<file path="config.mk">
export PLATFORM = sky130hd
export DESIGN_NAME = managementRegs
export DESIGN_NICKNAME = d
export VERILOG_FILES = /design/src/design/wbSramPkg.sv /design/src/design/managementRegs.sv
export SDC_FILE = /design/constraint.sdc
export NUM_CORES = 1
export LEC_CHECK = 0
export BUFFER_PORTS_ARGS = -buffer_cell sky130_fd_sc_hd__buf_2
export CAP_MARGIN = 10
export CORE_MARGIN = 4
export CORE_UTILIZATION = 52
export CTS_CLUSTER_SIZE = 28
export DETAILED_ROUTE_END_ITERATION = 10
export PLACE_DENSITY = 0.7
export SETUP_SLACK_MARGIN = 0.02
export SLEW_MARGIN = 5
export SYNTH_ARGS = -nofsm -noshare
export SYNTH_HDL_FRONTEND = slang
export SYNTH_SLANG_ARGS = --single-unit
</file>
<file path="constraint.sdc">
create_clock -name wb_clk_i -period 4.3 [get_ports wb_clk_i]
set_input_delay 0.215 -clock wb_clk_i [delete_from_list [all_inputs] [get_ports wb_clk_i]]
set_output_delay 0.215 -clock wb_clk_i [all_outputs]
set_load 0.05 [all_outputs]
</file>
<file path="src/design/wbSramPkg.sv">
`default_nettype none

package wbSramPkg;

	// Region codes produced by the bridge address decoder.
	localparam logic [1:0] REGION_SRAM = 2'd0;
	localparam logic [1:0] REGION_MGMT = 2'd1;
	localparam logic [1:0] REGION_NONE = 2'd2;

	// Address nibble 23:20 that selects the management bank.
	localparam logic [3:0] MGMT_REGION = 4'h8;

	// The SRAM decodes only the low word-address bits, so the rest alias.
	localparam int SRAM_ADDR_BITS = 8;
	localparam int SRAM_WORDS = 1 << SRAM_ADDR_BITS;

	// Busy cycles added by the SRAM to every access.
	localparam int SRAM_WAIT_CYCLES = 2;
	localparam int SRAM_WAIT_BITS = 2;
	localparam logic [SRAM_WAIT_BITS-1:0] SRAM_WAIT_LOAD =
		SRAM_WAIT_BITS'(SRAM_WAIT_CYCLES - 1);

	// Register 0 is the core identity, the others are scratch.
	localparam int MGMT_REG_COUNT = 8;

	typedef enum logic [1:0] {
		STATE_IDLE,
		STATE_WRITE_SINGLE,
		STATE_READ_SINGLE,
		STATE_FINISH
	} busState;

endpackage

`default_nettype wire

</file>
<file path="src/design/managementRegs.sv">
`timescale 1ns/1ps
`default_nettype none

module managementRegs (
	input wire wb_clk_i,
	input wire wb_rst_i,
	input wire writeEnable_i,
	input wire readEnable_i,
	input wire [19:0] address_i,
	input wire [3:0] byteSelect_i,
	input wire [31:0] writeData_i,
	input wire [3:0] coreId_i,
	output logic [31:0] readData_o,
	output logic busy_o
);

	// Index 0 is the identity word, so the array starts at 1.
	logic [31:0] scratchRegs [1:wbSramPkg::MGMT_REG_COUNT-1];

	logic [2:0] regIndex;
	logic anyEnable;
	logic accessStarted;
	logic [31:0] selectedWord;

	assign regIndex = address_i[2:0];
	assign anyEnable = writeEnable_i || readEnable_i;

	// The bank needs one cycle to settle, so busy covers only the first enable cycle.
	assign busy_o = anyEnable && !accessStarted;

	always_ff @(posedge wb_clk_i) begin
		if (wb_rst_i) begin
			accessStarted <= 1'b0;
		end else begin
			accessStarted <= anyEnable;
		end
	end

	always_ff @(posedge wb_clk_i) begin
		if (wb_rst_i) begin
			for (int i = 1; i < wbSramPkg::MGMT_REG_COUNT; i++) begin
				scratchRegs[i] <= 32'd0;
			end
		end else if (writeEnable_i && accessStarted && (regIndex != 3'd0)) begin
			for (int lane = 0; lane < 4; lane++) begin
				if (byteSelect_i[lane]) begin
					scratchRegs[regIndex][lane*8 +: 8] <= writeData_i[lane*8 +: 8];
				end
			end
		end
	end

	always_comb begin
		if (regIndex == 3'd0) begin
			selectedWord = {28'd0, coreId_i};
		end else begin
			selectedWord = scratchRegs[regIndex];
		end
	end

	// Read data is only put out on the completing cycle.
	always_comb begin
		if (readEnable_i && accessStarted) begin
			readData_o = selectedWord;
		end else begin
			readData_o = 32'd0;
		end
	end

endmodule

`default_nettype wire

</file>
==> results of run 1 <==
## power by group
group	total [mW]	leakage, nW	internal [mW]	switching (mW)
registers	2.48	2.42	2.47	0.0145
logic	0.383	1.61	0.111	0.272
clock network	1.82	0.329	1.04	0.785
## per-layer routing
metal  up-vias  share of wire  GRT usage
li1       3202              -          -
met1      3420           0.43      0.319
met2       292           0.48      0.366
met3        35          0.068     0.0311
met4         0          0.022     0.0716
met5         -              0          0
## layout by cell type (no fill, tap or decap), types with 4 or more instances in the layout
cell	count
sky130_fd_sc_hd__nand2_1	65
sky130_fd_sc_hd__clkbuf_16	23
sky130_fd_sc_hd__buf_2	78
sky130_fd_sc_hd__a221oi_1	16
sky130_fd_sc_hd__a211oi_1	27
sky130_fd_sc_hd__nor3_1	5
sky130_fd_sc_hd__o21ai_0	52
sky130_fd_sc_hd__clkinv_1	8
sky130_fd_sc_hd__nor2b_1	28
sky130_fd_sc_hd__mux2i_1	16
sky130_fd_sc_hd__mux2_2	56
sky130_fd_sc_hd__edfxtp_1	224
sky130_fd_sc_hd__a21o_1	28
sky130_fd_sc_hd__o22a_1	4
sky130_fd_sc_hd__nor2_1	238
sky130_fd_sc_hd__o22ai_1	16
sky130_fd_sc_hd__clkbuf_1	6
sky130_fd_sc_hd__buf_4	10
## flip-flops by register name (all words and copies together), names as in the netlist
name           count
scratchRegs      224
accessStarted      1
## area by class of cell
class                   instances  area share
flip-flops and latches        225       0.586
repair buffers                 93      0.0474
well taps                     265      0.0288
multi-input cells             571       0.279
inverters                       2    0.000652
clock buffers                  29      0.0519
clock inverters                12     0.00652
## logic make-up after synthesis
logic type / count (synthesis) / share of synthesized area
compound gates: 150 / 0.0971
buf+inv: 68 / 0.0310
flops: 225 / 0.657
mux: 72 / 0.0770
simple gates: 349 / 0.138
## worst min-delay path by stage
| stage | from | endpoint | slack [ns] | depth (start not counted) |
|---|---|---|---|---|
| after floorplan | writeEnable_i | accessStarted | 0.34 | 2 |
| after global placement | writeEnable_i | accessStarted | 0.45 | 3 |
| after detailed placement | readEnable_i | accessStarted | 0.46 | 3 |
| after CTS | wb_rst_i | accessStarted | 0.13 | 2 |
| after global routing | wb_rst_i | accessStarted | 0.14 | 2 |
| final | writeData_i[23] | scratchRegs[1][23] | 0.16 | 3 |
## what timing repair did
action / in CTS / in global routing
resized for setup: 0 / 0
buffers inserted: 0 / 0
hold endpoints to repair: 1 / 0
hold buffers: 2 / 0
## critical path: stages
cell and delay [ns]:
sky130_fd_sc_hd__buf_2 0.36, sky130_fd_sc_hd__or2_1 0.34, sky130_fd_sc_hd__buf_4 0.21, sky130_fd_sc_hd__o21bai_2 0.93, sky130_fd_sc_hd__buf_4 0.37, sky130_fd_sc_hd__a211oi_1 0.09
sky130_fd_sc_hd__buf_2 0.23
==> reports/metrics.yaml, run 1 <==
global_routing:
  vias_in_the_first_global_route: 6747
  globalRouteTotalUtil: 0.226
  grt_antenna_before_repair: 0
  grt_first_pass_wirelength_um: 38100
  grt_start_max_net_pins: 63
  grt-ovfl-total: 0
setup_path:
  critPathCaptureType: "primary output"
  critPathLaunch: "address_i[0]"
  worst-endpoint-arrival_ns: 2.77
  critical_path_source_type: "input pin"
  reg2reg_to: "scratchRegs[3][29]"
  path_class: "in2out"
  critical_path.endpoint: "readData_o[31]"
  reg2reg_depth: 5
  cp_max_fo: 39
  worst_r2r_startpoint: "accessStarted"
  r2r_slack_ns: 1.96
  worst_ep_required_time_ns: 4.09
sta:
  setup_tns_ns: 0
  report.final.slew_viol_count: 0
  rsz_0062_raised_after_global_routing: "no"
  fin_ws_ns: 1.32
  min_clock_period_post_route_ns: 2.98
  clock-skew-final_ns: 0.00439
  hold_slack_ns: 0.157
  worst_slew_pin_slew_ns: 1.20
  setup-violations-final: 0
  layout_worst_path_cycle_share: 0.693
  clock.fmax_ghz: 0.336
  slew_headroom: 0.199
  hold_viol_final: 0
route:
  number_of_vias_per_cell: 5.81
  dr.first_iter.drc_count: 660
  drt_pre_antenna_iters: 5
  routed-via-count: 6949
  wl_um: 25100
  route.detailed.drc: 0
  routed_wire_length_per_instance_um: 21.0
  postRouteAntennaNets: 0
cells_and_area:
  layout.filler_cells: 1592
  register_area_um2: 6750
  finalInstanceArea_um2: 11500
  layout.cells.non_filler: 1197
  area_growth_pct: 12.1
  num-nets-final: 980
  multi_input_combinational_cell_area_um2: 3210
  antenna-diode-count: 0
  final_core_util: 0.592
  final_layout_size_suffix_gt1_frac: 0.191
synthesis:
  yosys_warnings: 0
  ys_ff_latch: 225
  synth_top_cells_by_area: "sky130_fd_sc_hd__edfxtp_1 66%, sky130_fd_sc_hd__nor2_1 8.7%, sky130_fd_sc_hd__mux2_2 6.1%"
  synth_largest_area_cell: "sky130_fd_sc_hd__edfxtp_1"
  synth_flop_cell: "sky130_fd_sc_hd__edfxtp_1"
  syn-mean-instance-area_um2: 11.9
  synthDistinctLibCells: 32
  yosysSeqAreaShare: 0.657
  synth.top_cell.area_share: 0.655
  synth_edf_count: 224
  synthesis.instances: 864
  synthMostInstantiatedCell: "sky130_fd_sc_hd__nor2_1"
  synth-async-reset-ratio: 0
  synth.cell_area_um2: 10300
  netlist_top_cells_count: "238 x sky130_fd_sc_hd__nor2_1, 224 x sky130_fd_sc_hd__edfxtp_1, 66 x sky130_fd_sc_hd__nand2_1"
  postSynthNetCount: 928
clocking:
  clock_tree.root_cell: "sky130_fd_sc_hd__clkbuf_16"
  worst_skew_late_latency_ns: 0.50
  numCtsBuffers: 23
  cts.clk_slew.worst_paths_ns: 0.06
  clock_sinks: 225
  clock_tree.htree_level_count: 1
  number_of_buffers_between_clock_root_and_the_deepest_sink: 3
  tritoncts: "built"
floorplanning:
  io-pin-count: 97
  die_height_um: 149
  floorplan.die.width_um: 149
  floorplan.initialDensity: 0.528
  coreArea_um2: 19500
  std_cell_rows: 51
  dieArea_um2: 22100
power:
  power.density_nw_per_um2: 407
  fin_total_pwr_mw: 4.69
  vdd_ir_drop_max_v: 0.000271
  p_leak_nw: 4.35
run_status:
  run_status: "finished clean"
place:
  hpwl_um: 14700
  dp_worst_setup_slack_ns: 1.34
  finalWeightedCongestion: 0.784
  place.port_buffers: 79
  placed_cells: 1154
  placed_cell_area_um2: 10800
min_path:
  hp-class: "in2reg"
job:
  max_cap_violations: 0
No activity file was read; power rests on OpenSTA's default activity.
==> run 2: changes to the inputs <==
Clock period 4.3 ns to 2.8 ns, I/O delays scaled along.
==> reports/metrics.yaml, run 2 (synthesized netlist as in run 1, its figures left out) <==
run_status:
  run_status: "finished clean"
setup_path:
  r2r_slack_ns: 0.70  # -1.26 ns
  cp_max_fo: 12  # -69%
  critical_path_source_type: "flip-flop"
  worst-endpoint-arrival_ns: 2.39  # -0.38 ns
  worst_ep_required_time_ns: 2.66  # -1.43 ns
  path_class: "reg2out"
  critPathCaptureType: "primary output"
cells_and_area:
  layout.filler_cells: 1617  # +1.6%
  antenna-diode-count: 0  # unchanged
  final_layout_size_suffix_gt1_frac: 0.203  # +0.0122
  largest_reg_flops: 224  # unchanged
  register_area_um2: 6750  # unchanged
  most_common_cell_after_layout_fill_and_taps_aside: "sky130_fd_sc_hd__nor2_1"
  largest_reg_by_ff_count: "scratchRegs"
  most-common-layout-cells: "238 x sky130_fd_sc_hd__nor2_1, 224 x sky130_fd_sc_hd__edfxtp_1, 78 x sky130_fd_sc_hd__buf_2"
  leading_registers_by_flop_count: "scratchRegs x224, accessStarted x1"
  area_growth_pct: 13.3
  multi_input_combinational_cell_area_um2: 3210  # about the same
  finalInstanceArea_um2: 11600  # +1.0%
  num-nets-final: 994  # +1.4%
clocking:
  numCtsBuffers: 23  # unchanged
  clock_sinks: 225  # unchanged
  clock_tree.htree_level_count: 1  # unchanged
  number_of_buffers_between_clock_root_and_the_deepest_sink: 3  # unchanged
  clock_tree.root_cell: "sky130_fd_sc_hd__clkbuf_16"
  tritoncts: "built"
  worst_skew_late_latency_ns: 0.51  # about the same
  cts.clk_slew.worst_paths_ns: 0.06  # about the same
sta:
  slew_headroom: 0.494  # +0.294
  setup-violations-final: 0  # unchanged
  worst_slew_pin_slew_ns: 0.759  # -0.441 ns
  clock.fmax_ghz: 0.396
  report.final.slew_viol_count: 0  # unchanged
  min_clock_period_post_route_ns: 2.53
  clock-skew-final_ns: 0.0147  # +0.0103 ns
  layout_worst_path_cycle_share: 0.903
  fin_ws_ns: 0.273  # -1.05 ns
  setup_tns_ns: 0  # unchanged
  hold_viol_final: 0  # unchanged
  rsz_0062_raised_after_global_routing: "no"
global_routing:
  grt_start_max_net_pins: 66  # +4.8%
  grt_first_pass_wirelength_um: 39300  # +3.2%
  globalRouteTotalUtil: 0.232  # +0.00676
  grt_antenna_before_repair: 0  # unchanged
  grt-ovfl-total: 0  # unchanged
  vias_in_the_first_global_route: 7072  # +4.8%
route:
  dr.first_iter.drc_count: 589  # -11%
  wl_um: 25500  # +1.7%
  routed-via-count: 6981  # +0.46%
  routed_wire_length_per_instance_um: 21.1  # +0.58%
  postRouteAntennaNets: 0  # unchanged
  number_of_vias_per_cell: 5.77  # -0.62%
  route.detailed.drc: 0  # unchanged
  drt_pre_antenna_iters: 6  # +1
floorplanning:
  coreArea_um2: 19500  # unchanged
  floorplan.die.width_um: 149  # unchanged
  std_cell_rows: 51  # unchanged
  dieArea_um2: 22100  # unchanged
  floorplan.initialDensity: 0.528  # unchanged
  io-pin-count: 97  # unchanged
  die_height_um: 149  # unchanged
power:
  power.density_nw_per_um2: 628  # +54%
  p_leak_nw: 4.41  # +1.4%
  fin_total_pwr_mw: 7.31  # +56%
  vdd_ir_drop_max_v: 0.000490  # +80%
place:
  place.port_buffers: 79  # unchanged
  finalWeightedCongestion: 0.817  # +4.2%
  hpwl_um: 15700  # +6.2%
  dp_worst_setup_slack_ns: 0.512  # -0.830 ns
  placed_cell_area_um2: 10900  # +0.83%
job:
  max_cap_violations: 0  # unchanged
min_path:
  hp-class: "in2reg"
run 2: cell count changes in the layout (fill, tap and decap cells not counted), sizes merged:
cell,before,now
buf,91,105
clkinv,11,8
bufinv,1,2
clkbuf,29,28
clkinvlp,0,1
inv,2,3
run 2: timing repair:
action	4_1_cts	5_1_grt
hold buffers	2	0
buffers inserted	0	0
gates resized for setup	0	0
endpoints found under the hold margin	1	0
run 2: critical path, cell delays in order, from the launching register on:
cell and delay (ns):
sky130_fd_sc_hd__dfxtp_1 0.34, sky130_fd_sc_hd__nand2_1 0.19, sky130_fd_sc_hd__o21bai_2 0.44, sky130_fd_sc_hd__buf_4 0.29, sky130_fd_sc_hd__a211oi_1 0.28, sky130_fd_sc_hd__buf_2 0.33
run 2: layout make-up:
class                      count  area share
multi-input combinational    571       0.276
clock buffer                  28      0.0511
clock inverter                12     0.00925
inverter                       2    0.000645
timing repair buffer         107      0.0549
sequential                   225       0.580
tap                          265      0.0285
run 2: metrics by stage:
stage	hold WS [ns]	utilization	std cells
finish	0.0727	0.598	1210
global route	0.0901	0.598	1210
CTS	0.0552	0.598	1210
detailed placement	0.386	0.561	1168
global placement	0.377	0.561	1168
floorplan	0.266	-	864
run 2: worst paths after layout:
kind / start / to / cells past startpoint
max: accessStarted / readData_o[31] / 5
max reg2reg: accessStarted / scratchRegs[6][12] / 4
min reg2reg: accessStarted / scratchRegs[2][12] / 5
min: writeData_i[23] / scratchRegs[5][23] / 3
run 2: metal layers:
layer,part of all wire,vias to the layer above,global-route usage
met4,0.023,0,0.0716
met1,0.42,3442,0.325
met3,0.068,40,0.0326
met5,0,-,0
li1,-,3243,-
met2,0.49,256,0.382
run 2: power by group:
| group | switching (mW) | leakage, nW | internal, mW |
|---|---|---|---|
| clock network | 1.21 | 0.337 | 1.69 |
| registers | 0.0228 | 2.42 | 3.79 |
| logic | 0.419 | 1.66 | 0.180 |
| total | 1.66 | 4.41 | 5.65 |
